`config.mk`:
```
export PLATFORM = sky130hd
export DESIGN_NAME = corr_top
export DESIGN_NICKNAME = d
export VERILOG_FILES = /design/src/corr_pkg.sv /design/src/corr_ctrl.sv /design/src/sample_delay.sv /design/src/lag_multiplier.sv /design/src/corr_accumulators.sv /design/src/corr_top.sv
export SDC_FILE = /design/constraint.sdc
export NUM_CORES = 1
export LEC_CHECK = 0
export BUFFER_PORTS_ARGS = -buffer_cell sky130_fd_sc_hd__buf_2
export CORE_ASPECT_RATIO = 2
export CORE_UTILIZATION = 40
export CTS_CLUSTER_DIAMETER = 30
export DETAILED_ROUTE_END_ITERATION = 10
export GPL_TIMING_DRIVEN = 0
export PLACE_DENSITY = 0.66
export REMOVE_ABC_BUFFERS = 1
export SYNTH_ARGS = -nofsm -noshare
export SYNTH_HDL_FRONTEND = slang
export SYNTH_SLANG_ARGS = --single-unit
export TNS_END_PERCENT = 100
```
`constraint.sdc`:
```
create_clock -name clk -period 3.3 [get_ports clk]
set_input_delay 0.165 -clock clk [delete_from_list [all_inputs] [get_ports clk]]
set_output_delay 0.165 -clock clk [all_outputs]
set_load 0.005 [all_outputs]
```
`src/corr_pkg.sv`:
```
// Sizes are fixed at compile time; base_i and base_j must list NUM_BASELINES distinct pairs.
`default_nettype none

package corr_pkg;

	localparam int NUM_INPUTS = 4;
	localparam int TAP_DEPTH = 3; // Tap 0 holds the newest sample.
	localparam int REF_TAP = 1; // The first input of a baseline is always taken from this tap.
	localparam int NUM_BASELINES = NUM_INPUTS * (NUM_INPUTS - 1) / 2;
	localparam int NUM_LAGS = TAP_DEPTH;
	localparam int NUM_BINS = NUM_BASELINES * NUM_LAGS;
	localparam int ADDR_WIDTH = 5;
	localparam int COUNT_WIDTH = 8;
	localparam int COUNT_MAX = (1 << COUNT_WIDTH) - 1;
	localparam int LEN_WIDTH = 16;

	// Baseline b correlates input base_i[b] against input base_j[b].
	localparam int base_i [NUM_BASELINES] = '{0, 0, 0, 1, 1, 2};
	localparam int base_j [NUM_BASELINES] = '{1, 2, 3, 2, 3, 3};

	typedef enum logic [1:0] {
		CMD_NOP = 2'd0,
		CMD_START = 2'd1,
		CMD_STOP = 2'd2,
		CMD_CLEAR = 2'd3
	} cmd_t;

	typedef enum logic [1:0] {
		ST_IDLE = 2'd0,
		ST_INTEGRATE = 2'd1,
		ST_DONE = 2'd2
	} state_t;

	// Counter address of a baseline and lag pair.
	function automatic int bin_addr(input int baseline, input int lag);
		return baseline * NUM_LAGS + lag;
	endfunction

endpackage

`default_nettype wire

```
`src/corr_ctrl.sv`:
```
// A length of zero never completes integration; leave it with CMD_STOP or CMD_CLEAR.
`default_nettype none

module corr_ctrl (
	input wire logic clk,
	input wire logic rst,
	input wire corr_pkg::cmd_t cmd,
	input wire logic [corr_pkg::LEN_WIDTH-1:0] int_len,
	input wire logic match_valid,
	output logic frame_accept,
	output logic acc_clear,
	output logic busy,
	output logic done
);
	import corr_pkg::*;

	state_t state;
	logic [LEN_WIDTH-1:0] len_q;
	logic [LEN_WIDTH-1:0] frame_cnt;
	logic last_frame;

	// A frame counts only while integrating and below the latched length.
	assign frame_accept = match_valid && (state == ST_INTEGRATE) && (frame_cnt < len_q);
	assign last_frame = (frame_cnt + 1'b1) == len_q;

	assign busy = (state == ST_INTEGRATE);
	assign done = (state == ST_DONE);

	always_ff @(posedge clk) begin
		if (rst) begin
			state <= ST_IDLE;
			frame_cnt <= '0;
			acc_clear <= 1'b0;
		end else begin
			acc_clear <= 1'b0;

			if (frame_accept) begin
				frame_cnt <= frame_cnt + 1'b1;
				if (last_frame) begin
					state <= ST_DONE; // The last add lands on this same edge.
				end
			end

			// Commands are applied last so that they win over the frame count.
			case (cmd)
				CMD_START: begin
					if (state != ST_INTEGRATE) begin
						state <= ST_INTEGRATE;
						frame_cnt <= '0;
					end
				end
				CMD_STOP: begin
					state <= ST_IDLE;
				end
				CMD_CLEAR: begin
					state <= ST_IDLE;
					acc_clear <= 1'b1;
				end
				default: begin
				end
			endcase
		end
	end

	// The length is only meaningful once a start has been taken.
	always_ff @(posedge clk) begin
		if (cmd == CMD_START && state != ST_INTEGRATE) begin
			len_q <= int_len;
		end
	end

endmodule

`default_nettype wire

```
`src/sample_delay.sv`:
```
// Samples shift only on a strobe; between strobes the taps hold their last frame.
`default_nettype none

module sample_delay (
	input wire logic clk,
	input wire logic rst,
	input wire logic smp_strobe,
	input wire logic [corr_pkg::NUM_INPUTS-1:0] samples,
	output logic [corr_pkg::NUM_INPUTS-1:0][corr_pkg::TAP_DEPTH-1:0] taps
);
	import corr_pkg::*;

	// One delay line per input, newest sample enters at tap 0.
	always_ff @(posedge clk) begin
		if (rst) begin
			taps <= '0;
		end else if (smp_strobe) begin
			for (int i = 0; i < NUM_INPUTS; i++) begin
				taps[i] <= {taps[i][TAP_DEPTH-2:0], samples[i]};
			end
		end
	end

endmodule

`default_nettype wire

```
`src/lag_multiplier.sv`:
```
// Match bits are valid only in the cycle where match_valid is high.
`default_nettype none

module lag_multiplier (
	input wire logic clk,
	input wire logic rst,
	input wire logic smp_strobe,
	input wire logic [corr_pkg::NUM_INPUTS-1:0][corr_pkg::TAP_DEPTH-1:0] taps,
	output logic [corr_pkg::NUM_BINS-1:0] match,
	output logic match_valid
);
	import corr_pkg::*;

	logic strobe_q;
	logic [NUM_BINS-1:0] match_next;

	// One-bit product: two samples agree when they carry the same sign bit.
	always_comb begin
		match_next = '0;
		for (int b = 0; b < NUM_BASELINES; b++) begin
			for (int l = 0; l < NUM_LAGS; l++) begin
				match_next[bin_addr(b, l)] = ~(taps[base_i[b]][REF_TAP] ^ taps[base_j[b]][l]);
			end
		end
	end

	// The delayed strobe marks the cycle after the shift, when taps hold the new frame.
	always_ff @(posedge clk) begin
		if (rst) begin
			strobe_q <= 1'b0;
			match_valid <= 1'b0;
		end else begin
			strobe_q <= smp_strobe;
			match_valid <= strobe_q;
		end
	end

	always_ff @(posedge clk) begin
		if (strobe_q) begin
			match <= match_next;
		end
	end

endmodule

`default_nettype wire

```
`src/corr_accumulators.sv`:
```
// Counters stick at COUNT_MAX until cleared; a read returns the value before any add on that edge.
`default_nettype none

module corr_accumulators (
	input wire logic clk,
	input wire logic rst,
	input wire logic [corr_pkg::NUM_BINS-1:0] match,
	input wire logic frame_accept,
	input wire logic acc_clear,
	input wire logic rd_en,
	input wire logic [corr_pkg::ADDR_WIDTH-1:0] rd_addr,
	output logic [corr_pkg::COUNT_WIDTH-1:0] rd_data,
	output logic rd_valid
);
	import corr_pkg::*;

	logic [COUNT_WIDTH-1:0] count [NUM_BINS];
	logic [COUNT_WIDTH-1:0] rd_mux;

	// Each bin adds its own agreement bit for an accepted frame.
	always_ff @(posedge clk) begin
		if (rst || acc_clear) begin
			for (int b = 0; b < NUM_BINS; b++) begin
				count[b] <= '0;
			end
		end else if (frame_accept) begin
			for (int b = 0; b < NUM_BINS; b++) begin
				if (match[b] && (count[b] != COUNT_WIDTH'(COUNT_MAX))) begin
					count[b] <= count[b] + 1'b1;
				end
			end
		end
	end

	// Addresses past the last bin read as zero.
	always_comb begin
		rd_mux = '0;
		for (int b = 0; b < NUM_BINS; b++) begin
			if (rd_addr == ADDR_WIDTH'(b)) begin
				rd_mux = count[b];
			end
		end
	end

	always_ff @(posedge clk) begin
		if (rst) begin
			rd_valid <= 1'b0;
		end else begin
			rd_valid <= rd_en;
		end
	end

	always_ff @(posedge clk) begin
		if (rd_en) begin
			rd_data <= rd_mux;
		end
	end

endmodule

`default_nettype wire

```
`src/corr_top.sv`:
```
// No back-pressure: every strobe is taken, and frames outside integration are shifted but not counted.
`default_nettype none

module corr_top (
	input wire logic clk,
	input wire logic rst,
	input wire corr_pkg::cmd_t cmd,
	input wire logic [corr_pkg::LEN_WIDTH-1:0] int_len,
	input wire logic smp_strobe,
	input wire logic [corr_pkg::NUM_INPUTS-1:0] samples,
	input wire logic rd_en,
	input wire logic [corr_pkg::ADDR_WIDTH-1:0] rd_addr,
	output logic [corr_pkg::COUNT_WIDTH-1:0] rd_data,
	output logic rd_valid,
	output logic busy,
	output logic done
);
	import corr_pkg::*;

	logic [NUM_INPUTS-1:0][TAP_DEPTH-1:0] taps;
	logic [NUM_BINS-1:0] match;
	logic match_valid;
	logic frame_accept;
	logic acc_clear;

	corr_ctrl ctrl0 (
		.clk(clk),
		.rst(rst),
		.cmd(cmd),
		.int_len(int_len),
		.match_valid(match_valid),
		.frame_accept(frame_accept),
		.acc_clear(acc_clear),
		.busy(busy),
		.done(done)
	);

	sample_delay delay0 (
		.clk(clk),
		.rst(rst),
		.smp_strobe(smp_strobe),
		.samples(samples),
		.taps(taps)
	);

	lag_multiplier mult0 (
		.clk(clk),
		.rst(rst),
		.smp_strobe(smp_strobe),
		.taps(taps),
		.match(match),
		.match_valid(match_valid)
	);

	corr_accumulators acc0 (
		.clk(clk),
		.rst(rst),
		.match(match),
		.frame_accept(frame_accept),
		.acc_clear(acc_clear),
		.rd_en(rd_en),
		.rd_addr(rd_addr),
		.rd_data(rd_data),
		.rd_valid(rd_valid)
	);

endmodule

`default_nettype wire

```
==> flow_summary.toml <==
[status]
status = "complete, no violations"

[floorplan]
dieArea_sq_mm = 0.0318
die_w_um = 127
io_pins = 42
start_util_pct = 41.0
die_h_um = 251
rows = 90
fp.coreArea_sq_mm = 0.0303

[cells_and_area]
drive_gt1_share_pct = 9.82
final_area_sq_mm = 0.0145
final_common_cell = "nor2_1"
finalNetCount = 1373
syn_to_final_growth_pct = 16.5
final_cells = 1702
final_cell_mix = "236 x nor2_1, 186 x edfxtp_1, 97 x xnor2_1, 76 x nand2_1, 62 x o21ai_0"
antennaDiodeCount = 0

[place]
place.gp.congestion = 0.959
io_buffers = 41
postPlaceCellArea_sq_mm = 0.0129
dp.cells = 1613
post-dp-hpwl_mm = 24.3

[drt]
antenna_left = 0
drtPass1Iterations = 5
drc = 0
vias = 9570
wire_per_inst_um = 19.3
viasPerCell = 5.62
wirelength_mm = 32.8
drtIter0Drc = 686

[grt]
grt_pass1_vias = 9893
grt_pass1_wl_mm = 51.0
use_met2_pct = 41.3
overflow = 0
grt_use_met1_pct = 18.2
antenna_found_initial = 0
grt_max_degree = 52
grtUsageMet3_pct = 3.00
grt-busiest-layer = "met2"
grt_use_total_pct = 21.0

[sta]
rsz0062_at_grt = "no"
post-route-min-period_ns = 3.10
clock_skew_ns = 0.0255
fmax_mhz = 323
worst_pin_slew_ns = 1.12
whs_ns = 0.0228
slew_violations = 0
setup_viol = 0
finalHoldViolCount = 0
period_share_pct = 93.9
relSlewSlack_pct = 25.7

[clock_tree]
clk_pin_slew_ns = 0.06
cts.sinks = 219
clockBufferDepth = 3
h-tree-depth = 2
clock_latency_ns = 0.53
cts_tree = "yes"
numCtsBuffers = 36
cts_root_buffer = "clkbuf_16"

[yosys]
yosysSeqAreaShare_pct = 50.3
synthArstFlopShare_pct = 0
ys_seq_elements = 219
ys.flop_type = "edfxtp_1"
synth_top_area_cell = "edfxtp_1"
synth.distinct_cells = 65
yosysWarningCount = 0
synth_top_area_share_pct = 45.0
yosys-top-cells-area = "edfxtp_1 45%, nor2_1 7.2%, xnor2_1 6.8%"
postSynthCellCount = 1259
syn_area_sq_mm = 0.0124
avgSynthCellArea_sq_um = 9.86
synth_edf_count = 186

[setup_path]
critPathMaxFanout = 24
critPathLaunchType = "register"
cp.required_ns = 3.44
worstSetupEndpointType = "register"
path_class = "reg2reg"
arrival_ns = 3.24

[run]
maxCapViolCount = 0

[power]
p_per_area_mw_per_mm2 = 536
ir_drop_uv = 374
p_leak_nw = 5.14

[worst_hold_path]
hp-class = "in2reg"
worst max-delay path, cell delays in order, from the launching register on:
cell and delay [ns]:
edfxtp_1 0.46, inv_1 0.12, ha_1 0.24, a21oi_1 0.14
o211ai_1 0.24, a211o_1 0.31, o22a_4 0.34, buf_16 0.22
o21ai_1 0.62
path summary, 6_finish.rpt:
kind	cells after the start	start	slack, ns	to
worst min-delay path	2	rst	0.02	delay0.taps[10]$_SDFFE_PP0P_
worst max-delay path	8	ctrl0.len_q[13]$_DFFE_PP_	0.20	acc0.count[0][24]$_SDFFCE_PN0P_
worst max register to register	8	ctrl0.len_q[13]$_DFFE_PP_	0.20	acc0.count[0][24]$_SDFFCE_PN0P_
worst min register to register	2	delay0.taps[0]$_SDFFE_PP0P_	0.49	delay0.taps[0]$_SDFFE_PP0P_
sequential cells by signal, indices dropped and copies added, names as in the netlist:
register,flops
acc0.count,144
acc0.rd_data,8
acc0.rd_valid,1
ctrl0.acc_clear,1
ctrl0.frame_cnt,16
ctrl0.len_q,16
ctrl0.state,2
delay0.taps,11
mult0.match,18
mult0.match_valid,1
mult0.strobe_q,1
per-stage QoR:
step | util, % | total power [mW] | TNS [ns] | setup slack, ns
finish | 47.7 | 7.75 | 0 | 0.202
global route | 47.7 | 7.97 | 0 | 0.0296
CTS | 47.7 | 7.81 | 0 | 0.0258
detailed placement | 42.7 | 3.84 | -10.20 | -0.157
global placement | 42.4 | 3.82 | -565.91 | -3.21
floorplan | - | 3.60 | -50.00 | -0.375
layer usage:
metal | vias to the layer above | part of all wire [%]
li1 | 4581 | -
met1 | 4550 | 32
met2 | 320 | 55
met3 | 119 | 4.6
met4 | 0 | 8.4
met5 | - | 0
area by class of cell:
| cell class | count | area (sq um) |
|---|---|---|
| clock buffers | 41 | 930 |
| flip-flops and latches | 219 | 6250 |
| repair buffers | 69 | 524 |
| clock inverters | 24 | 338 |
| inverters | 46 | 173 |
| well taps | 368 | 460 |
| multi-input cells | 935 | 5790 |
| fillers | 2798 | 15800 |
where the power goes:
group | leakage (nW) | switching, mW | total (mW) | internal (mW)
Sequential | 2.16 | 0.170 | 3.32 | 3.15
Clock | 0.607 | 1.39 | 3.93 | 2.53
Combinational | 2.37 | 0.296 | 0.501 | 0.204
Total | 5.14 | 1.86 | 7.75 | 5.89
Yosys cell counts (13+ instances only):
master	number
ha_1	35
nand2_1	76
nor2_1	238
xnor2_1	97
nor2b_1	17
nand2b_1	26
nor3_1	24
inv_1	45
edfxtp_1	186
and3_1	21
xor2_1	57
dfxtp_1	33
clkbuf_1	48
nand3_1	58
mux2i_1	25
a21oi_1	31
nand4_1	17
o21ai_0	80
o22ai_1	13
logic make-up (layout without fill, tap and decap cells):
| group | Yosys count | in the layout | share of synthesized area [%] |
|---|---|---|---|
| mux | 29 | 29 | 2.56 |
| flops | 219 | 219 | 50.3 |
| simple gates | 522 | 522 | 19.6 |
| fa+ha+maj | 35 | 35 | 3.53 |
| xor+xnor | 154 | 154 | 10.9 |
| compound gates | 195 | 195 | 9.86 |
| buf+inv | 105 | 180 | 3.21 |
timing repair:
action / in CTS / in global routing
hold buffers: 23 / 0
pin swaps: 0 / 1
resized for setup: 12 / 8
endpoints found under the setup margin: 156 / 174
hold endpoints to repair: 23 / 0
setup buffers: 0 / 1
No activity file was read; power rests on OpenSTA's default activity.
